--- config.mk ---
export PLATFORM = sky130hd
export DESIGN_NAME = ql_io_top
export DESIGN_NICKNAME = d
export VERILOG_FILES = /design/src/common/ql_io_pkg.sv /design/src/common/beep_if.sv /design/src/hdl/ql_io_top.sv /design/src/hdl/rtc_seconds.sv /design/src/hdl/io_regs.sv /design/src/ipc/ipc_protocol.sv /design/src/ipc/beep_gen.sv /design/src/ipc/key_encoder.sv
export SDC_FILE = /design/constraint.sdc
export NUM_CORES = 1
export LEC_CHECK = 0
export ABC_AREA = 0
export BUFFER_PORTS_ARGS = -buffer_cell sky130_fd_sc_hd__buf_2
export CORE_MARGIN = 2
export CORE_UTILIZATION = 25
export CTS_BUF_LIST = sky130_fd_sc_hd__clkbuf_8
export DETAILED_ROUTE_END_ITERATION = 7
export PLACE_DENSITY = 0.37
export REMOVE_ABC_BUFFERS = 1
export SLEW_MARGIN = 30
export SYNTH_ARGS = -nofsm -noshare
export SYNTH_HDL_FRONTEND = slang
export SYNTH_SLANG_ARGS = --single-unit
--- constraint.sdc ---
create_clock -name clk_cpu -period 12.75 [get_ports clk_cpu]
set_clock_uncertainty 0.2 [all_clocks]
set_input_delay 2.55 -clock clk_cpu [delete_from_list [all_inputs] [get_ports clk_cpu]]
set_output_delay 2.55 -clock clk_cpu [all_outputs]
set_load 0.01 [all_outputs]
--- src/common/ql_io_pkg.sv ---
package ql_io_pkg;

  // ==============================
  // Widths
  // ==============================
  typedef logic [15:0] word_t;        // Bus data word
  typedef logic [7:0]  byte_t;
  typedef logic [5:0]  io_offset_t;   // Address bits 6:1
  typedef logic [31:0] seconds_t;
  typedef logic [63:0] kbd_matrix_t;  // Byte n is row n
  typedef logic [2:0]  key_pos_t;
  typedef logic [8:0]  pitch_t;       // Half-period of 1 to 256 units
  typedef logic [14:0] duration_t;

  // ==============================
  // Enums
  // ==============================
  typedef enum logic [2:0] {
    tgt_none,
    tgt_timer_reset,
    tgt_timer_adjust,
    tgt_ipc_bit,
    tgt_irq_ack
  } io_target_e;

  typedef enum logic [1:0] {
    ipc_cmd,    // Collecting a command nibble
    ipc_send,   // Shifting out return bits
    ipc_param,  // Key row parameter
    ipc_sound   // Sound parameters
  } ipc_state_e;

  typedef enum logic [3:0] {
    cmd_status     = 4'd1,
    cmd_read_key   = 4'd8,
    cmd_key_row    = 4'd9,
    cmd_set_sound  = 4'd10,
    cmd_kill_sound = 4'd11
  } ipc_cmd_e;

  // I/O page word offsets
  localparam io_offset_t OFS_TIMER    = 6'd0;
  localparam io_offset_t OFS_TIMER_LO = 6'd1;
  localparam io_offset_t OFS_IPC_IRQ  = 6'd16;

  localparam int IRQ_VSYNC_BIT = 3;
  localparam int IRQ_TIMER_BIT = 5;
  localparam int IPC_RET_BIT   = 7;

  localparam int RETURN_BITS_STATUS = 8;
  localparam int RETURN_BITS_KEY    = 16;
  localparam int RETURN_BITS_ROW    = 8;
  localparam int PARAM_BITS_ROW     = 4;
  localparam int PARAM_BITS_SOUND   = 64;

  localparam pitch_t PITCH_BASE = 9'd256;  // Pitch byte counts down from here

endpackage
--- src/common/beep_if.sv ---
`timescale 1ns/1ps

// Tone command from the IPC to the beeper
interface beep_if;

  logic                  start;     // One-cycle pulse
  logic                  stop;      // One-cycle pulse
  ql_io_pkg::pitch_t     pitch;
  ql_io_pkg::duration_t  duration;  // Zero means until stopped

  modport ctrl (
    output start,
    output stop,
    output pitch,
    output duration
  );

  modport tone (
    input start,
    input stop,
    input pitch,
    input duration
  );

endinterface

--- src/hdl/ql_io_top.sv ---
`timescale 1ns/1ps

module ql_io_top #(
  parameter int TICKS_PER_SECOND = 27000000,
  parameter int BEEP_UNIT_CYCLES = 1944
) (
  input  logic                   clk_cpu,
  input  logic                   reset,
  // QL bus
  input  logic                   i_bus_valid,
  input  logic                   i_bus_rw,      // 1 = read
  input  ql_io_pkg::io_offset_t  i_bus_addr,
  input  logic                   i_bus_uds_n,
  input  logic                   i_bus_lds_n,
  input  ql_io_pkg::word_t       i_bus_wdata,
  // Peripherals
  input  logic                   i_vsync,
  input  ql_io_pkg::kbd_matrix_t i_kbd_matrix,
  input  logic                   i_key_event,
  output ql_io_pkg::word_t       o_bus_rdata,
  output logic                   o_ipl1_n,
  output logic                   o_beep
);

  logic                  wr_stb;
  ql_io_pkg::io_target_e wr_target;
  ql_io_pkg::word_t      wr_data;
  ql_io_pkg::seconds_t   seconds;
  logic                  ret_bit;

  beep_if beep_bus ();

  io_regs u_io_regs (
    .clk_cpu     (clk_cpu),
    .reset       (reset),
    .i_bus_valid (i_bus_valid),
    .i_bus_rw    (i_bus_rw),
    .i_bus_addr  (i_bus_addr),
    .i_bus_uds_n (i_bus_uds_n),
    .i_bus_lds_n (i_bus_lds_n),
    .i_bus_wdata (i_bus_wdata),
    .i_vsync     (i_vsync),
    .i_seconds   (seconds),
    .i_ret_bit   (ret_bit),
    .o_wr_stb    (wr_stb),
    .o_target    (wr_target),
    .o_wdata     (wr_data),
    .o_bus_rdata (o_bus_rdata),
    .o_ipl1_n    (o_ipl1_n)
  );

  rtc_seconds #(.TICKS_PER_SECOND(TICKS_PER_SECOND)) u_rtc (
    .clk_cpu   (clk_cpu),
    .reset     (reset),
    .i_wr_stb  (wr_stb),
    .i_target  (wr_target),
    .i_wdata   (wr_data),
    .o_seconds (seconds)
  );

  ipc_protocol u_ipc (
    .clk_cpu      (clk_cpu),
    .reset        (reset),
    .i_wr_stb     (wr_stb),
    .i_target     (wr_target),
    .i_wdata      (wr_data),
    .i_kbd_matrix (i_kbd_matrix),
    .i_key_event  (i_key_event),
    .o_ret_bit    (ret_bit),
    .beep         (beep_bus.ctrl)
  );

  beep_gen #(.BEEP_UNIT_CYCLES(BEEP_UNIT_CYCLES)) u_beep (
    .clk_cpu (clk_cpu),
    .reset   (reset),
    .beep    (beep_bus.tone),
    .o_beep  (o_beep)
  );

endmodule

--- src/hdl/rtc_seconds.sv ---
`timescale 1ns/1ps

module rtc_seconds #(
  parameter int TICKS_PER_SECOND = 27000000
) (
  input  logic                  clk_cpu,
  input  logic                  reset,
  input  logic                  i_wr_stb,
  input  ql_io_pkg::io_target_e i_target,
  input  ql_io_pkg::word_t      i_wdata,
  output ql_io_pkg::seconds_t   o_seconds
);

  logic [$clog2(TICKS_PER_SECOND+1)-1:0] prescaler;
  logic [1:0]                            byte_idx;   // Next byte for adjust
  logic                                  sec_tick;
  logic                                  rst_wr;
  logic                                  adj_wr;

  assign sec_tick = (prescaler == TICKS_PER_SECOND - 1);
  assign rst_wr   = i_wr_stb && (i_target == ql_io_pkg::tgt_timer_reset);
  assign adj_wr   = i_wr_stb && (i_target == ql_io_pkg::tgt_timer_adjust);

  always_ff @(posedge clk_cpu) begin
    if (reset || rst_wr) begin
      prescaler <= '0;
      o_seconds <= '0;
      byte_idx  <= '0;
    end else begin
      prescaler <= sec_tick ? '0 : prescaler + 1'b1;
      if (sec_tick) o_seconds <= o_seconds + 32'd1;
      // Adjust overrides the tick for its own byte
      if (adj_wr) begin
        o_seconds[{byte_idx, 3'b000} +: 8] <= i_wdata[7:0];
        byte_idx <= byte_idx + 2'd1;
      end
    end
  end

endmodule

--- src/hdl/io_regs.sv ---
`timescale 1ns/1ps

module io_regs (
  input  logic                  clk_cpu,
  input  logic                  reset,
  input  logic                  i_bus_valid,
  input  logic                  i_bus_rw,
  input  ql_io_pkg::io_offset_t i_bus_addr,
  input  logic                  i_bus_uds_n,
  input  logic                  i_bus_lds_n,
  input  ql_io_pkg::word_t      i_bus_wdata,
  input  logic                  i_vsync,
  input  ql_io_pkg::seconds_t   i_seconds,
  input  logic                  i_ret_bit,
  output logic                  o_wr_stb,
  output ql_io_pkg::io_target_e o_target,
  output ql_io_pkg::word_t      o_wdata,
  output ql_io_pkg::word_t      o_bus_rdata,
  output logic                  o_ipl1_n
);

  ql_io_pkg::io_target_e wr_target;
  ql_io_pkg::word_t      read_word;
  ql_io_pkg::byte_t      pending;
  ql_io_pkg::byte_t      status;
  logic                  vsync_q;
  logic                  vsync_q2;
  logic                  vsync_flag;
  logic                  irq_ack;

  // ==============================
  // Write decode
  // ==============================
  always_comb begin
    wr_target = ql_io_pkg::tgt_none;
    case (i_bus_addr)
      ql_io_pkg::OFS_TIMER: begin
        if (!i_bus_uds_n) wr_target = ql_io_pkg::tgt_timer_reset;  // Upper byte wins
        else if (!i_bus_lds_n) wr_target = ql_io_pkg::tgt_timer_adjust;
      end
      ql_io_pkg::OFS_TIMER_LO: if (!i_bus_lds_n) wr_target = ql_io_pkg::tgt_ipc_bit;
      ql_io_pkg::OFS_IPC_IRQ:  if (!i_bus_lds_n) wr_target = ql_io_pkg::tgt_irq_ack;
      default: ;
    endcase
  end

  always_ff @(posedge clk_cpu) begin
    if (reset) begin
      o_wr_stb <= 1'b0;
      o_target <= ql_io_pkg::tgt_none;
    end else begin
      o_wr_stb <= i_bus_valid && !i_bus_rw && (wr_target != ql_io_pkg::tgt_none);
      o_target <= wr_target;
    end
  end

  always_ff @(posedge clk_cpu) begin
    if (i_bus_valid && !i_bus_rw) o_wdata <= i_bus_wdata;
  end

  // ==============================
  // Read mux
  // ==============================
  always_comb begin
    pending = '0;
    pending[ql_io_pkg::IRQ_VSYNC_BIT] = vsync_flag;
    pending[ql_io_pkg::IRQ_TIMER_BIT] = i_seconds[0];
    status = '0;
    status[ql_io_pkg::IPC_RET_BIT] = i_ret_bit;
    case (i_bus_addr)
      ql_io_pkg::OFS_TIMER:    read_word = i_seconds[31:16];
      ql_io_pkg::OFS_TIMER_LO: read_word = i_seconds[15:0];
      ql_io_pkg::OFS_IPC_IRQ:  read_word = {status, pending};
      default:                 read_word = '0;
    endcase
  end

  always_ff @(posedge clk_cpu) begin
    if (reset) o_bus_rdata <= '0;
    else if (i_bus_valid && i_bus_rw) o_bus_rdata <= read_word;  // Held until next read
  end

  // Vsync falling edge sets the flag and an acknowledge clears it
  assign irq_ack = o_wr_stb && (o_target == ql_io_pkg::tgt_irq_ack) &&
                   o_wdata[ql_io_pkg::IRQ_VSYNC_BIT];

  always_ff @(posedge clk_cpu) begin
    if (reset) begin
      vsync_q    <= 1'b1;
      vsync_q2   <= 1'b1;
      vsync_flag <= 1'b0;
    end else begin
      vsync_q  <= i_vsync;
      vsync_q2 <= vsync_q;
      if (irq_ack) vsync_flag <= 1'b0;
      else if (!vsync_q && vsync_q2) vsync_flag <= 1'b1;
    end
  end

  assign o_ipl1_n = !vsync_flag;  // Level 1 request

endmodule

--- src/ipc/ipc_protocol.sv ---
`timescale 1ns/1ps

module ipc_protocol (
  input  logic                   clk_cpu,
  input  logic                   reset,
  input  logic                   i_wr_stb,
  input  ql_io_pkg::io_target_e  i_target,
  input  ql_io_pkg::word_t       i_wdata,
  input  ql_io_pkg::kbd_matrix_t i_kbd_matrix,
  input  logic                   i_key_event,
  output logic                   o_ret_bit,
  beep_if.ctrl                   beep
);

  ql_io_pkg::ipc_state_e state;
  ql_io_pkg::ipc_cmd_e   cmd_q;
  logic [6:0]            bit_cnt;      // Counted writes in this phase
  logic [3:0]            nibble_q;
  logic [15:0]           ret_sr;       // MSB is the status bit
  logic [63:0]           param_sr;
  logic                  key_pressed;
  logic                  ipc_wr;
  logic                  counted;
  logic [3:0]            nibble_next;
  logic [63:0]           param_next;
  logic [6:0]            ret_last;
  ql_io_pkg::key_pos_t   key_row;
  ql_io_pkg::key_pos_t   key_col;
  logic                  key_shift;
  logic                  key_ctrl;
  logic                  key_alt;

  key_encoder u_key_encoder (
    .i_kbd_matrix (i_kbd_matrix),
    .o_row        (key_row),
    .o_col        (key_col),
    .o_shift      (key_shift),
    .o_ctrl       (key_ctrl),
    .o_alt        (key_alt)
  );

  assign ipc_wr      = i_wr_stb && (i_target == ql_io_pkg::tgt_ipc_bit);
  assign counted     = ipc_wr && !i_wdata[0];      // Bit 0 set is a sync write
  assign nibble_next = {nibble_q[2:0], i_wdata[1]};
  assign param_next  = {param_sr[62:0], i_wdata[1]};
  assign o_ret_bit   = ret_sr[15];

  // Length of the reply for the current command
  always_comb begin
    case (cmd_q)
      ql_io_pkg::cmd_read_key: ret_last = 7'(ql_io_pkg::RETURN_BITS_KEY - 1);
      ql_io_pkg::cmd_key_row:  ret_last = 7'(ql_io_pkg::RETURN_BITS_ROW - 1);
      default:                 ret_last = 7'(ql_io_pkg::RETURN_BITS_STATUS - 1);
    endcase
  end

  always_ff @(posedge clk_cpu) begin
    if (reset) begin
      state       <= ql_io_pkg::ipc_cmd;
      cmd_q       <= ql_io_pkg::ipc_cmd_e'(4'd0);
      bit_cnt     <= '0;
      nibble_q    <= '0;
      ret_sr      <= '0;
      key_pressed <= 1'b0;
      beep.start  <= 1'b0;
      beep.stop   <= 1'b0;
    end else begin
      beep.start <= 1'b0;
      beep.stop  <= 1'b0;
      if (i_key_event) key_pressed <= 1'b1;
      if (ipc_wr) nibble_q <= nibble_next;
      if (counted) begin
        bit_cnt <= bit_cnt + 7'd1;
        case (state)
          ql_io_pkg::ipc_cmd: begin
            if (bit_cnt == 7'd3) begin  // Fourth bit completes the nibble
              bit_cnt <= '0;
              cmd_q   <= ql_io_pkg::ipc_cmd_e'(nibble_next);
              case (nibble_next)
                ql_io_pkg::cmd_status: begin
                  state       <= ql_io_pkg::ipc_send;
                  ret_sr      <= {7'b0, key_pressed, 8'b0};
                  key_pressed <= 1'b0;
                end
                ql_io_pkg::cmd_read_key: begin
                  state  <= ql_io_pkg::ipc_send;
                  ret_sr <= {4'b0001, 1'b0, key_shift, key_ctrl, key_alt, 2'b00,
                             ~key_row, key_col};
                end
                ql_io_pkg::cmd_key_row:    state <= ql_io_pkg::ipc_param;
                ql_io_pkg::cmd_set_sound:  state <= ql_io_pkg::ipc_sound;
                ql_io_pkg::cmd_kill_sound: beep.stop <= 1'b1;
                default: ;  // Other codes ignored
              endcase
            end
          end
          ql_io_pkg::ipc_send: begin
            if (bit_cnt != 7'd0) ret_sr <= {ret_sr[14:0], 1'b0};
            if (bit_cnt == ret_last) begin
              state   <= ql_io_pkg::ipc_cmd;
              bit_cnt <= '0;
            end
          end
          ql_io_pkg::ipc_param: begin
            if (bit_cnt == 7'(ql_io_pkg::PARAM_BITS_ROW - 1)) begin
              state   <= ql_io_pkg::ipc_send;
              bit_cnt <= '0;
              ret_sr  <= {i_kbd_matrix[{nibble_next[2:0], 3'b000} +: 8], 8'b0};
            end
          end
          ql_io_pkg::ipc_sound: begin
            param_sr <= param_next;
            if (bit_cnt == 7'(ql_io_pkg::PARAM_BITS_SOUND - 1)) begin
              state         <= ql_io_pkg::ipc_cmd;
              bit_cnt       <= '0;
              beep.start    <= 1'b1;
              // Byte 0 sits at the top and byte n at 63-8n
              beep.pitch    <= ql_io_pkg::PITCH_BASE - {1'b0, param_next[63:56]};
              beep.duration <= {param_next[22:16], param_next[31:24]};
            end
          end
          default: state <= ql_io_pkg::ipc_cmd;
        endcase
      end
    end
  end

endmodule

--- src/ipc/beep_gen.sv ---
`timescale 1ns/1ps

module beep_gen #(
  parameter int BEEP_UNIT_CYCLES = 1944
) (
  input  logic clk_cpu,
  input  logic reset,
  beep_if.tone beep,
  output logic o_beep
);

  logic [$clog2(BEEP_UNIT_CYCLES+1)-1:0] unit_cnt;
  logic                                  unit_tick;
  logic                                  active;
  logic                                  continuous;   // Zero duration
  ql_io_pkg::pitch_t                     pitch_q;
  ql_io_pkg::pitch_t                     half_cnt;
  ql_io_pkg::duration_t                  dur_cnt;
  logic                                  beep_q;

  assign unit_tick = active && (unit_cnt == BEEP_UNIT_CYCLES - 1);
  assign o_beep    = beep_q;

  always_ff @(posedge clk_cpu) begin
    if (reset) begin
      active     <= 1'b0;
      continuous <= 1'b0;
      unit_cnt   <= '0;
      half_cnt   <= '0;
      dur_cnt    <= '0;
      beep_q     <= 1'b0;
    end else if (beep.start) begin
      active     <= 1'b1;
      continuous <= (beep.duration == '0);
      unit_cnt   <= '0;
      half_cnt   <= '0;
      dur_cnt    <= beep.duration;
      pitch_q    <= beep.pitch;
      beep_q     <= 1'b0;
    end else if (beep.stop) begin
      active <= 1'b0;
      beep_q <= 1'b0;
    end else if (active) begin
      unit_cnt <= unit_tick ? '0 : unit_cnt + 1'b1;
      if (unit_tick) begin
        if (half_cnt == pitch_q - 9'd1) begin  // Half period done
          half_cnt <= '0;
          beep_q   <= !beep_q;
        end else begin
          half_cnt <= half_cnt + 9'd1;
        end
        if (!continuous) begin
          if (dur_cnt == '0) begin
            active <= 1'b0;
            beep_q <= 1'b0;
          end else begin
            dur_cnt <= dur_cnt - 15'd1;
          end
        end
      end
    end
  end

endmodule

--- src/ipc/key_encoder.sv ---
`timescale 1ns/1ps

module key_encoder (
  input  ql_io_pkg::kbd_matrix_t i_kbd_matrix,
  output ql_io_pkg::key_pos_t    o_row,
  output ql_io_pkg::key_pos_t    o_col,
  output logic                   o_shift,
  output logic                   o_ctrl,
  output logic                   o_alt
);

  logic [7:0] row_bits;
  logic       row7_mask;

  assign o_shift = i_kbd_matrix[56];
  assign o_ctrl  = i_kbd_matrix[57];
  assign o_alt   = i_kbd_matrix[58];

  // Modifier held together with a real key in row 7
  assign row7_mask = (|i_kbd_matrix[58:56]) && (|i_kbd_matrix[63:59]);

  always_comb begin
    o_row = 3'd7;  // Also the no-key value
    for (int r = 6; r >= 0; r--) begin
      if (|i_kbd_matrix[r*8 +: 8]) o_row = 3'(r);
    end

    row_bits = i_kbd_matrix[{o_row, 3'b000} +: 8];
    if (o_row == 3'd7 && row7_mask) row_bits[2:0] = 3'b000;

    o_col = 3'd7;
    for (int c = 6; c >= 0; c--) begin
      if (row_bits[c]) o_col = 3'(c);  // Lowest set column wins
    end
  end

endmodule

# Word-level counts from Yosys, hierarchy flattened

Index checks and enable logic that the tools add are counted.

Bits in registers: 259

Bitwise gates (word level): 7
Add/subtract/negate cells: 10
Shift-type cells: 4
Equal/unequal tests: 32
Reduce and logical (&&, ||, !) cells: 55
Mux-type cells: 65

Operators with widths:

| operator               | number |
|---|---|
| $mux 32                | 3 |
| $pmux 16 s3            | 2 |
| $mux 15                | 6 |
| $shiftx 64x7->7        | 1 |
| $shiftx 64x7->8        | 1 |
| $reduce_or 8->1        | 7 |
| $mux 16                | 3 |
| $mux 3                 | 15 |
| $add 32x1->32 const B  | 1 |
| $bwmux 32              | 1 |
| $pmux 16 s2            | 1 |
| $shift 8x7->32 const A | 1 |
| $shiftx 8x7->32        | 1 |
| $logic_not 15->1       | 2 |
| $add 25x1->25 const B  | 1 |
| $eq 25x25->1 const B   | 1 |
| $mux 7                 | 3 |
| $pmux 7 s3             | 1 |
| $eq 4x4->1 const B     | 5 |
| $mux 1                 | 18 |
| $sub 15x1->15 const B  | 1 |
| $logic_and 1x1->1      | 13 |
| $mux 2                 | 6 |
| $ne 2x1->1 const B     | 6 |
| 47 further kinds       | 73 |

# Depth between registers and ports, before layout

Gate-level depths: netlist of the first run.

Word-level depth: 19
Mapped depth: 13

# Modules after synthesis

A second synthesis of the first run with hierarchy kept.

Cells, all modules: 1,286
Area total of the unflattened synthesis: 13,356.6 um^2

By module, submodules not included:

| module       | cells each | area each (um^2) | times used | sequential area each (um^2) |
|---|---|---|---|---|
| ipc_protocol | 377        | 5,163.7          | 1          | 3,313.2 |
| rtc_seconds  | 405        | 3,365.7          | 1          | 1,181.1 |
| beep_gen     | 273        | 2,517.4          | 1          | 1,031.0 |
| io_regs      | 122        | 1,534.0          | 1          | 940.9 |
| key_encoder  | 109        | 775.7            | 1          | 0.0 |

# Worst setup path before layout of the first run

Ideal clock, no wire load.

Path kind: input port to flip-flop
Start point: input reset
End point: register u_ipc.beep.duration[0], enable pin
Setup time: 440 ps
Slack: 2,739 ps
Cell stages on the path: 3
Arrival time: 9,370 ps
Cell sequence: clkbuf_1 > nor3b_1 > nor3b_1

Word-level cells in the longest chain between the ends: 2

Ends and longest elaborated chain:

| item                              | line                | RTL |
|---|---|---|
| from (decl)                       | ql_io_top.sv:8      | `input logic reset,` |
| $not 1->1 (no source line)        | -                   |  |
| $reduce_and 4->1 (no source line) | -                   |  |
| to (signal assigned)              | ipc_protocol.sv:119 | `beep.duration <= {param_next[22:16], param_next[31:24]};` |
| to (decl)                         | beep_if.sv:15       | `output duration` |

Every way passes these cells.
A chain may end at the register's enable or synchronous reset.

# Worst setup path after layout of the first run

Start point: input i_kbd_matrix[18]
End point: register u_ipc.ret_sr[2]

Word-level cells in the longest chain between the ends: 13
Elaborated cells on any way between the ends: 16
Those cells by class: eq/ne (1); shift (1); mux (12); reduce/logical (2)

Ends and longest elaborated chain:

| item                                                 | line                                 | RTL |
|---|---|---|
| from (decl)                                          | ql_io_top.sv:18                      | `input ql_io_pkg::kbd_matrix_t i_kbd_matrix,` |
| $reduce_or 8->1                                      | key_encoder.sv:25                    | `if (\|i_kbd_matrix[r*8 +: 8]) o_row = 3'(r);` |
| $mux 3 (3 in a row)                                  | key_encoder.sv:25                    |  |
| $shiftx 64x7->7 / $eq 3x3->1 (equally long branches) | key_encoder.sv:28, key_encoder.sv:29 |  |
| $mux 3 / $logic_and 1x1->1 (equally long branches)   | key_encoder.sv:33, key_encoder.sv:29 |  |
| $mux 3 (on tied branches)                            | key_encoder.sv:33, key_encoder.sv:29 |  |
| $mux 3 (2 in a row)                                  | key_encoder.sv:33                    | `if (row_bits[c]) o_col = 3'(c);` |
| $mux 3 *                                             | key_encoder.sv:33                    |  |
| $pmux 16 s2 *                                        | ipc_protocol.sv:79                   | `case (nibble_next)` |
| $mux 16 *                                            | ipc_protocol.sv:76                   | `if (bit_cnt == 7'd3) begin` |
| $pmux 16 s3 *                                        | ipc_protocol.sv:74                   | `case (state)` |
| to (signal assigned)                                 | ipc_protocol.sv:82                   | `ret_sr <= {7'b0, key_pressed, 8'b0};` |
| to (signal assigned)                                 | ipc_protocol.sv:87                   | `ret_sr <= {4'b0001, 1'b0, key_shift, key_ctrl, key_alt, 2'b00,` |
| to (signal assigned)                                 | ipc_protocol.sv:98                   | `if (bit_cnt != 7'd0) ret_sr <= {ret_sr[14:0], 1'b0};` |
| to (decl)                                            | ipc_protocol.sv:19                   | `logic [15:0] ret_sr;` |

Every way passes the cells marked *; elsewhere a longest branch is shown, timed or not. The select of a mux whose other input is x is not followed.

==> flow_summary.json, run 1 <==
{
  "critical_path.endpoint_type": "flop",
  "final_nets": 1441,
  "post_drt_via_cell_ratio": 4.58,
  "critical_path.cell_chain": "buf_2 -> nor4_1 -> nand2_1 -> o221ai_2 -> buf_8 -> and2_1 -> a211o_1 -> o21ai_0 -> a221o_2 -> nand4_1 -> a311oi_2",
  "report.power.total_mw": 1.67,
  "vias_in_the_first_global_route": 9547,
  "final_hold_viol_count": 0,
  "syn_to_final_growth_pct": 17.3,
  "initial_antenna_violation_count": 2,
  "placement.io_buffers": 103,
  "worst-endpoint-arrival_ns": 5.51,
  "holdPathStages": 0,
  "leading_cell_type_in_the_layout_fill_and_taps_excluded": "dfxtp_1",
  "die_height_um": 226,
  "floorplan.die_area_sq_um": 51000,
  "result_of_the_run": "finished clean",
  "critical_path.max_fanout": 11,
  "detailed_route_iter0_violations": 438,
  "synthFlopType": "dfxtp_1",
  "core_region_area_sq_um": 48700,
  "cp-start-kind": "primary input",
  "setup_viol": 0,
  "timing.hold.worst_endpoint": "u_ipc.param_sr[50]$_DFFE_PP_",
  "clock_path_buffers": 3,
  "netlist_area_sq_um": 12300,
  "power.density_cell_area_nw_per_um2": 116,
  "reg2reg_setup_slack_ns": 9.35,
  "synth-edff-count": 104,
  "r2r_start": "u_rtc.prescaler[0]$_SDFF_PP0_",
  "holdCritPathClass": "reg2reg",
  "tritoncts_clock_tree": "done",
  "cts_root_buffer": "clkbuf_8",
  "cts-resized-gates": 0,
  "final_area_sq_um": 14400,
  "setup.worst_path.class": "in2reg",
  "postSynthCellCount": 1220,
  "yosys_register_bits": 259,
  "cts.htree.levels": 2,
  "instances_no_fill": 2032,
  "drtPass1Iterations": 4,
  "achievable-frequency_mhz": 190,
  "floorplan.initialDensity_pct": 25.2,
  "cts_num_sinks": 259,
  "grt_max_degree": 66,
  "grt_first_pass_wirelength_um": 51500,
  "gp_congestion": 0.790,
  "yosys_warnings": 0,
  "place.detailed.hpwl_um": 21900,
  "relSlewSlack_pct": 36.8,
  "ff2ff_path_depth": 10,
  "dr_total_vias": 9312,
  "timing.hold.ws_ns": 0.217,
  "asyncSetResetFlopFracSynth_pct": 0,
  "worst_hold_startpoint": "u_ipc.param_sr[49]$_DFFE_PP_",
  "holdBufCountCts": 0,
  "die_w_um": 226,
  "post-route-min-period_ns": 5.26,
  "pin_count": 112,
  "rr_endpoint": "u_rtc.o_seconds[31]$_SDFF_PP0_",
  "core.rowCount": 81,
  "grt_setup_unrepaired": "false",
  "groute.usage.overall_pct": 12.6,
  "tightest_slew_ns": 0.933,
  "drt_wl_total_um": 31800,
  "antenna_violating_nets_post_route": 0,
  "finalSetupTns_ns": 0,
  "clkLatencyLatePin_ns": 0.62,
  "timing.critical_path.slowest_cell_delay_ns": 0.50,
  "ir_worst_vdd_mv": 0.0544,
  "post-route-drc-count": 0,
  "worst-endpoint-required_ns": 13.00,
  "critPathSlowestCell": "o221ai_2",
  "timing_max_transition_violations_final": 0,
  "drv.max_cap_violation_count": 0,
  "mostFrequentLayoutCells": "155 x dfxtp_1, 143 x nor2_1, 107 x nand2_1, 104 x edfxtp_1, 103 x buf_2",
  "cts-buffers-inserted": 48,
  "post_synth.cell_area_avg_sq_um": 10.1,
  "min_period_over_period_pct": 41.2,
  "drive_gt1_share_pct": 17.3,
  "power.leakage_nw": 4.99,
  "detail_route.wl_per_cell_um": 15.7,
  "setup_bufs_post_cts": 0,
  "grt.overflow.total": 0,
  "worst_setup_hold_path_clk_slew_ns": 0.06,
  "synth_seq_area_share_pct": 50.7,
  "placement.cell_area_sq_um": 13500,
  "dp.cells": 1941,
  "post_synth_num_cell_types": 72
}
## synth_stat cells, types with 9 or more instances
master      n  share of area [%]
a211oi_1   36                2.2
a21oi_1    80                3.3
a22oi_1    20                1.2
and2_1     13               0.66
and3_1     22                1.1
clkbuf_1   50                1.5
dfxtp_1   155                 25
edfxtp_1  104                 25
ha_1       20                2.0
inv_1      30               0.92
mux2_2     14                1.3
mux2i_1    26                2.1
mux4_2     16                2.9
nand2_1   107                3.3
nand2b_1    9               0.46
nand3_1    38                1.5
nand4_1    32                1.6
nor2_1    144                4.4
nor2b_1     9               0.46
nor3_1     32                1.3
nor4_1     25                1.3
o21ai_0    17               0.69
xnor2_1    56                4.0
xor2_1     51                3.6
## per-stage QoR
| stage | util, % | worst slack [ns] |
|---|---|---|
| 3_5_place_dp | 27.8 | 6.84 |
| 2_1_floorplan | - | 2.92 |
| 3_3_place_gp | 27.7 | 6.52 |
| 4_1_cts | 29.6 | 7.52 |
| 6_report | 29.6 | 7.49 |
| 5_1_grt | 29.6 | 7.32 |
## kinds of logic after synthesis
family                   after synthesis  synth area share (%)
AND/OR/NAND/NOR                      479                  19.2
flip-flops                           259                  50.7
AO/OA/AOI/OAI                        209                  11.2
XOR/XNOR                             107                  7.62
buffers and inverters                 88                  2.79
multiplexers                          58                  6.51
adder cells (fa/ha/maj)               20                  2.04
## report_power, final
part	internal, mW	switching [mW]	leakage [nW]
Sequential	0.859	0.00456	2.16
Combinational	0.0268	0.0375	2.31
Clock	0.376	0.369	0.519
## cell type report
cell class	count	area (sq um)
tap	664	831
fill	5111	34300
sequential	259	6230
clock buffer	48	661
clock inverter	42	216
timing repair buffer	114	606
inverter	31	116
multi-input combinational	873	5760
antenna	1	2.50
## how the worst max path moves through the flow
stage / slack (ns) / startpoint / cells after the start / to
final: 7.49 / i_kbd_matrix[18] / 11 / u_ipc.ret_sr[2]$_SDFFE_PP0P_
after global routing: 7.32 / i_kbd_matrix[18] / 11 / u_ipc.ret_sr[1]$_SDFFE_PP0P_
after CTS: 7.52 / i_kbd_matrix[18] / 11 / u_ipc.ret_sr[2]$_SDFFE_PP0P_
after detailed placement: 6.84 / i_kbd_matrix[18] / 11 / u_ipc.ret_sr[2]$_SDFFE_PP0P_
after global placement: 6.52 / i_kbd_matrix[54] / 10 / u_ipc.ret_sr[2]$_SDFFE_PP0P_
after floorplan: 2.92 / reset / 2 / u_ipc.beep.duration[0]$_DFFE_PP_
## registers in the layout (all words and copies together) (netlist names), 8 cells and up
name / cells
u_beep.pitch_q: 9
u_ipc.beep.pitch: 9
u_beep.unit_cnt: 11
u_ipc.beep.duration: 15
u_rtc.prescaler: 25
u_beep.dur_cnt: 15
u_io_regs.o_bus_rdata: 16
u_io_regs.o_wdata: 8
u_ipc.ret_sr: 16
u_rtc.o_seconds: 32
u_beep.half_cnt: 9
u_ipc.param_sr: 63
## worst max-delay path: cells and delay by family
family                 cells  cell delay [ns]
AOI/OAI and AO/OA          5             1.33
buffers and inverters      2             0.33
and+or+nand+nor            4             1.29
## routing by layer
metal  share of wire [%]  vias up  wire length, um  global-route usage (%)
met5               0.050        -               16                       0
li1                    -     4658                -                       -
met1                  48     4396            15200                    16.7
met4                 2.5        2              803                    5.00
met3                 4.9       58             1550                    2.60
met2                  45      198            14200                    20.2
Note: power is estimated with default switching activity, not from simulation.
==> run 2: changes to the inputs <==
ABC_AREA = 1   (was 0)
PLACE_DENSITY = 0.38   (was 0.37)
clock period = 4.64 ns   (was 12.75 ns; I/O delays follow)
==> run 2 against run 1 <==
Effect of this change:
- hold slack worse by 0.032 ns
- worst setup slack got worse by 5.9 ns
- first-iteration DRC count is 55% higher
- synthesized area grew 8.3%
- die area rose by 8.2%
- power increased to 3.0 times the previous value
- final cell count up 23%
- cell area rose by 8.6%
- largest power group is now clock
- sequential power increased to 2.7 times the previous value
- synthesized cell count is 35% higher
- routed wire length increased by 27%
- core utilization up 0.15 points
==> flow_summary.json, run 2 <==
{
  "result_of_the_run": "finished clean",
  "power.density_cell_area_nw_per_um2": 317,
  "cts-resized-gates": 0,
  "timing.critical_path.slowest_cell_delay_ns": 0.71,
  "holdBufCountCts": 0,
  "final_nets": 1887,
  "holdPathStages": 0,
  "cp-start-kind": "flop",
  "netlist_area_sq_um": 13300,
  "rr_endpoint": "u_rtc.o_seconds[18]$_SDFF_PP0_",
  "post_drt_via_cell_ratio": 4.62,
  "grt_max_degree": 64,
  "grt_setup_unrepaired": "false",
  "multiInputGateArea_sq_um": 5970,
  "postSynthCellCount": 1648,
  "synth_seq_area_share_pct": 46.7,
  "fillCellCount": 5636,
  "holdCritPathClass": "reg2reg",
  "worst-endpoint-arrival_ns": 3.42,
  "drive_gt1_share_pct": 13.8,
  "pin_count": 112,
  "r2r_start": "u_rtc.byte_idx[0]$_SDFFE_PP0P_",
  "cts_num_sinks": 259,
  "achievable-frequency_mhz": 327,
  "worst_setup_hold_path_clk_slew_ns": 0.06,
  "groute.usage.overall_pct": 14.5,
  "critical_path.max_fanout": 13,
  "gp_congestion": 0.873,
  "critical_path.cell_chain": "clkinv_1 -> ha_1 -> inv_1 -> nor2_1 -> inv_1 -> nor2_1 -> nand2_1 -> a21oi_1",
  "reg.largest.list": "u_ipc.param_sr: 63 flops, u_rtc.o_seconds: 32 flops, u_rtc.prescaler: 25 flops",
  "setup_bufs_post_cts": 0,
  "clkLatencyLatePin_ns": 0.63,
  "dr_total_vias": 11600,
  "power_frac_comb_pct": 3.7,
  "post-route-min-period_ns": 3.06,
  "initial_antenna_violation_count": 1,
  "post_synth_num_cell_types": 59,
  "synth.area.top_cells": "edfxtp_1 23%, dfxtp_1 23%, nand2_1 9.2%, inv_1 6.8%, a21oi_1 4.5%",
  "post-route-drc-count": 0,
  "seqPwrFrac_pct": 47.8,
  "drv.max_cap_violation_count": 0,
  "instances_no_fill": 2501,
  "final_hold_viol_count": 0,
  "worst-endpoint-required_ns": 5.00,
  "tritoncts_clock_tree": "done",
  "syn_to_final_growth_pct": 17.5,
  "leading_cell_type_in_the_layout_fill_and_taps_excluded": "nand2_1",
  "grt_first_pass_wirelength_um": 64100,
  "netlist.area_leader.share_pct": 23.4,
  "report.power.total_mw": 4.97,
  "post_synth.cell_area_avg_sq_um": 8.08,
  "cts.htree.levels": 2,
  "cts_root_buffer": "clkbuf_8",
  "yosys_register_bits": 259,
  "die_height_um": 235,
  "die_w_um": 235,
  "ir_worst_vdd_mv": 0.322,
  "place.detailed.hpwl_um": 29600,
  "critical_path.endpoint_type": "flop",
  "mostFrequentLayoutCells": "327 x nand2_1, 254 x inv_1, 155 x dfxtp_1, 120 x a21oi_1, 119 x nor2_1",
  "timing_max_transition_violations_final": 0,
  "ff2ff_path_depth": 8,
  "setup_viol": 0,
  "reg2reg_setup_slack_ns": 1.58,
  "core_region_area_sq_um": 52700,
  "vias_in_the_first_global_route": 11700,
  "clock_path_buffers": 3,
  "timing.hold.worst_endpoint": "u_ipc.param_sr[36]$_DFFE_PP_",
  "largest_register_ffs": 63,
  "detail_route.wl_per_cell_um": 16.1,
  "synthFlopType": "dfxtp_1",
  "power.switching_fraction_pct": 23.8,
  "clock_share_of_power_pct": 48.6,
  "yosys_warnings": 0,
  "min_period_over_period_pct": 66.0,
  "asyncSetResetFlopFracSynth_pct": 0,
  "floorplan.die_area_sq_um": 55100,
  "power_switching_mw": 1.19,
  "register_area_sq_um": 6230,
  "detailed_route_iter0_violations": 680,
  "worst_hold_startpoint": "u_ipc.param_sr[35]$_DFFE_PP_",
  "tightest_slew_ns": 0.869,
  "synthDominantAreaCellType": "edfxtp_1",
  "antenna_violating_nets_post_route": 0,
  "cts-buffers-inserted": 50,
  "fin_util_pct": 29.7,
  "synth-edff-count": 104,
  "critPathSlowestCell": "ha_1",
  "dp.cells": 2409,
  "yosys.cell_count.top_type": "nand2_1",
  "setup.worst_path.class": "reg2reg",
  "placement.io_buffers": 103,
  "relSlewSlack_pct": 41.6,
  "power.leakage_nw": 5.96,
  "drt_wl_total_um": 40400,
  "post_synth_most_frequent_cells": "327 x nand2_1, 242 x inv_1, 155 x dfxtp_1, 121 x nor2_1, 120 x a21oi_1",
  "cell_internal_pwr_mw": 3.78,
  "drtPass1Iterations": 5,
  "max_flop_register": "u_ipc.param_sr",
  "core.rowCount": 84,
  "grt.overflow.total": 0,
  "floorplan.initialDensity_pct": 25.3
}
[run 2: cell count changes in the layout (fill, tap and decap cells not counted), sizes merged, moves of 26 or more]
cell / delta
nor3: +30
xnor2: -45
a211oi: -26
mux2i: -26
inv: +215
o21ai: +52
nand3: +47
nand2: +229
a21oi: +41
[run 2: power by group through the flow]
stage          clock, mW  combinational (mW)  sequential [mW]
2_1_floorplan          0              0.0772             2.41
6_report            2.41               0.183             2.37
4_1_cts             2.52               0.184             2.37
5_1_grt             2.63               0.202             2.37
3_5_place_dp           0               0.183             2.42
3_3_place_gp           0               0.183             2.42
[run 2: critical path: cells and delay by family, from the launching register on]
kind / cells / cell delay (ns)
simple gates: 3 / 0.58
compound gates: 1 / 0.16
buf+inv: 3 / 0.75
fa+ha+maj: 1 / 0.71
flops: 1 / 0.57
[run 2: worst max-delay path by stage]
stage | start | endpoint | slack (ns) | cells past startpoint
floorplan | u_io_regs.o_wr_stb$_SDFF_PP0_ | u_ipc.param_sr[0]$_DFFE_PP_ | -1.54 | 8
global placement | i_kbd_matrix[9] | u_ipc.ret_sr[1]$_SDFFE_PP0P_ | 1.01 | 17
detailed placement | i_kbd_matrix[9] | u_ipc.ret_sr[2]$_SDFFE_PP0P_ | 1.06 | 17
CTS | u_rtc.byte_idx[0]$_SDFFE_PP0P_ | u_rtc.o_seconds[18]$_SDFF_PP0_ | 1.60 | 8
global route | i_kbd_matrix[42] | u_ipc.ret_sr[1]$_SDFFE_PP0P_ | 1.35 | 18
finish | u_rtc.byte_idx[0]$_SDFFE_PP0P_ | u_rtc.o_seconds[18]$_SDFF_PP0_ | 1.58 | 8
[run 2: area by class of cell]
class	instances	share of cell area, %
sequential	259	39.8
multi-input combinational	1093	38.2
inverter	257	6.16
tap	688	5.50
clock buffer	51	4.48
timing repair buffer	112	3.72
clock inverter	40	2.18
antenna	1	0.0160
[run 2: cells by family (layout without fill, tap and decap cells)]
family | Yosys count | in the layout | synth area share, %
compound gates | 299 | 299 | 13.2
xor+xnor | 62 | 62 | 4.08
fa+ha+maj | 20 | 20 | 1.88
buf+inv | 296 | 460 | 8.55
flops | 259 | 259 | 46.7
other cells | 0 | 1 | 0
simple gates | 712 | 712 | 25.5
[run 2: metal layers]
metal	routed length, um	vias up	part of all wire, %	GRT usage, %
met1	19400	5432	48	19.3
li1	-	5829	-	-
met3	1720	71	4.3	2.70
met2	18400	234	45	23.2
met5	0	-	0	0
met4	939	0	2.3	5.29
[run 2: per-stage QoR]
stage	hold slack [ns]	setup TNS [ns]	area [sq um]	setup slack [ns]
6_report	0.185	0	15700	1.58
4_1_cts	0.173	0	15600	1.60
3_3_place_gp	0.203	0	14600	1.01
2_1_floorplan	0.200	-96.91	13100	-1.54
3_5_place_dp	0.205	0	14600	1.06
5_1_grt	0.186	0	15700	1.35
==> run 3: changes to the inputs <==
PLACE_DENSITY = 0.37   (was 0.38)
clock period = 3.2 ns   (was 4.64 ns; I/O delays follow)
==> run 3 against run 2 <==
Effect of this change:
- via count rose by 1.1%
- power rose by 37%
- hold slack got worse by 0.016 ns
- count of clock-buffer cells in the layout fell by 1
- core utilization rose by 0.41 points
- register-to-register slack got worse by 1.3 ns
- global-route usage fell by 0.081 points
- critical path depth rose by 4
- cell area rose by 1.4%
==> flow_summary.json, run 3 (same netlist as run 2, synthesis figures left out) <==
{
  "result_of_the_run": "finished clean",
  "antenna_violating_nets_post_route": 0,
  "grtUsageMet3_pct": 2.62,
  "dr_total_vias": 11700,
  "die_height_um": 235,
  "finalSetupTns_ns": 0,
  "placement.io_buffers": 103,
  "vias_in_the_first_global_route": 11600,
  "floorplan.die_area_sq_um": 55100,
  "cts_num_sinks": 259,
  "critical_path.cell_chain": "nor2_8 -> inv_2 -> nor2_1 -> nor3_1 -> nand3b_1 -> nor2_2 -> inv_2 -> nor2_4 -> inv_2 -> nor2_4 -> nand2_1 -> a21oi_1",
  "holdBufCountCts": 10,
  "groute.layer.met2.usage_pct": 22.7,
  "clock_share_of_power_pct": 45.5,
  "rr_endpoint": "u_ipc.ret_sr[7]$_SDFFE_PP0P_",
  "pin_count": 112,
  "detailed_route_iter0_violations": 630,
  "drive_gt1_share_pct": 14.8,
  "grt_util_met1_pct": 19.6,
  "final_hold_viol_count": 0,
  "ir_worst_vdd_mv": 0.256,
  "achievable-frequency_mhz": 343,
  "drtPass1Iterations": 5,
  "groute.usage.overall_pct": 14.4,
  "power.switching_fraction_pct": 24.5,
  "power.density_cell_area_nw_per_um2": 430,
  "detail_route.wl_per_cell_um": 15.9,
  "critical_path.max_fanout": 14,
  "holdCritPathClass": "in2reg",
  "drt_wl_total_um": 40300,
  "place.detailed.hpwl_um": 30300,
  "post-route-drc-count": 0,
  "reg.largest.list": "u_ipc.param_sr: 63 flops, u_rtc.o_seconds: 32 flops, u_rtc.prescaler: 25 flops",
  "core.rowCount": 84,
  "worstPathBufferInverterCount": 3,
  "critical_path.endpoint_type": "flop",
  "cts.htree.levels": 2,
  "cts-resized-gates": 0,
  "seqPwrFrac_pct": 50.5,
  "tritoncts_clock_tree": "done",
  "crit_family": "simple AND/OR/NAND/NOR gates",
  "report.power.total_mw": 6.82,
  "tightest_slew_ns": 0.660,
  "cell_internal_pwr_mw": 5.14,
  "reg2reg_setup_slack_ns": 0.29,
  "final_nets": 1925,
  "cp.depth": 12,
  "clock_path_buffers": 3,
  "grt_first_pass_wirelength_um": 63400,
  "largest_register_ffs": 63,
  "clkLatencyLatePin_ns": 0.62,
  "post-route-min-period_ns": 2.91,
  "timing.critical_path.slowest_cell_delay_ns": 0.66,
  "worst_setup_path_endpoint": "u_ipc.ret_sr[7]$_SDFFE_PP0P_",
  "power.leakage_nw": 6.11,
  "relSlewSlack_pct": 55.4,
  "timing_max_transition_violations_final": 0,
  "drv.max_cap_violation_count": 0,
  "initial_antenna_violation_count": 1,
  "gp_congestion": 0.875,
  "r2r_start": "u_io_regs.o_wdata[1]$_DFFE_PP_",
  "min_period_over_period_pct": 91.0,
  "cts_root_buffer": "clkbuf_8",
  "grt_max_degree": 64,
  "critical_path.most_common_cell": "inv_2",
  "grt.overflow.total": 0,
  "timing.critical_path.from": "u_io_regs.o_wdata[1]$_DFFE_PP_",
  "die_w_um": 235,
  "post_drt_via_cell_ratio": 4.60,
  "grt_setup_unrepaired": "false",
  "setup.worst_path.class": "reg2reg",
  "worst_setup_hold_path_clk_slew_ns": 0.06,
  "setup_viol": 0,
  "grt-busiest-layer": "met2",
  "power_switching_mw": 1.67,
  "cts-buffers-inserted": 48,
  "max_flop_register": "u_ipc.param_sr",
  "mostFrequentLayoutCells": "327 x nand2_1, 255 x inv_1, 155 x dfxtp_1, 121 x nor2_1, 120 x a21oi_1",
  "critPathSlowestCell": "edfxtp_1",
  "leading_cell_type_in_the_layout_fill_and_taps_excluded": "nand2_1",
  "worst-endpoint-arrival_ns": 3.24,
  "floorplan.initialDensity_pct": 25.3,
  "ff2ff_path_depth": 12,
  "power_frac_comb_pct": 4.0,
  "worst-endpoint-required_ns": 3.53,
  "syn_to_final_growth_pct": 19.2,
  "setup_bufs_post_cts": 0,
  "cp-start-kind": "flop",
  "timing.hold.ws_ns": 0.169,
  "core_region_area_sq_um": 52700
}
[run 3: cell types whose count changed in the layout (fill, tap and decap cells not counted), moves of 2 or more]
| cell | previous run | this run |
|---|---|---|
| nor2_1 | 119 | 121 |
| buf_4 | 9 | 37 |
| buf_12 | 0 | 2 |
| clkinv_1 | 17 | 19 |
| nor2_2 | 13 | 11 |
| dlygate4sd3_1 | 0 | 10 |
| bufinv_16 | 6 | 2 |
| clkinv_2 | 5 | 7 |
[run 3: worst min-delay path by stage]
stage | depth (start not counted) | startpoint | end
6_report | 4 | i_bus_uds_n | u_io_regs.o_target[0]$_SDFF_PP0_
5_1_grt | 4 | i_bus_addr[4] | u_io_regs.o_target[1]$_SDFF_PP0_
4_1_cts | 4 | i_bus_uds_n | u_io_regs.o_target[0]$_SDFF_PP0_
3_5_place_dp | 0 | u_ipc.param_sr[22]$_DFFE_PP_ | u_ipc.param_sr[23]$_DFFE_PP_
3_3_place_gp | 0 | u_ipc.param_sr[22]$_DFFE_PP_ | u_ipc.param_sr[23]$_DFFE_PP_
2_1_floorplan | 2 | u_io_regs.vsync_q$_SDFF_PP1_ | u_io_regs.vsync_q2$_SDFF_PP1_
[run 3: final cells by class]
class,count,area [sq um]
Timing Repair Buffer,152,933
Multi-Input combinational cell,1093,5970
Antenna cell,1,2.50
Clock buffer,50,688
Tap cell,688,861
Fill cell,5694,36800
Clock inverter,40,228
Sequential cell,259,6230
Inverter,257,965
[run 3: worst min-delay path, stage by stage]
cell	delay, ns
buf_2	0.10
o22ai_1	0.10
inv_1	0.08
nor2_1	0.04
[run 3: metal layers]
layer,vias to the layer above,share of wire (%)
met2,230,45
met3,74,4.1
met1,5492,49
li1,5899,-
met4,0,2.8
met5,-,0
[run 3: power by group through the flow]
stage          clock network [mW]  logic, mW  registers, mW
2_1_floorplan                   0      0.112           3.50
3_3_place_gp                    0      0.268           3.51
3_5_place_dp                    0      0.266           3.51
4_1_cts                      3.27      0.277           3.44
5_1_grt                      3.42      0.303           3.44
6_report                     3.10      0.275           3.44
[run 3: metrics by stage]
stage	setup slack (ns)	instance area, sq um	cells	utilization, %
after detailed placement	0.287	14900	2439	28.2
after global routing	0.0311	15900	2540	30.1
after floorplan	-2.98	13100	1609	-
final	0.289	15900	2540	30.1
after CTS	0.277	15900	2539	30.1
after global placement	0.266	14900	2439	28.2
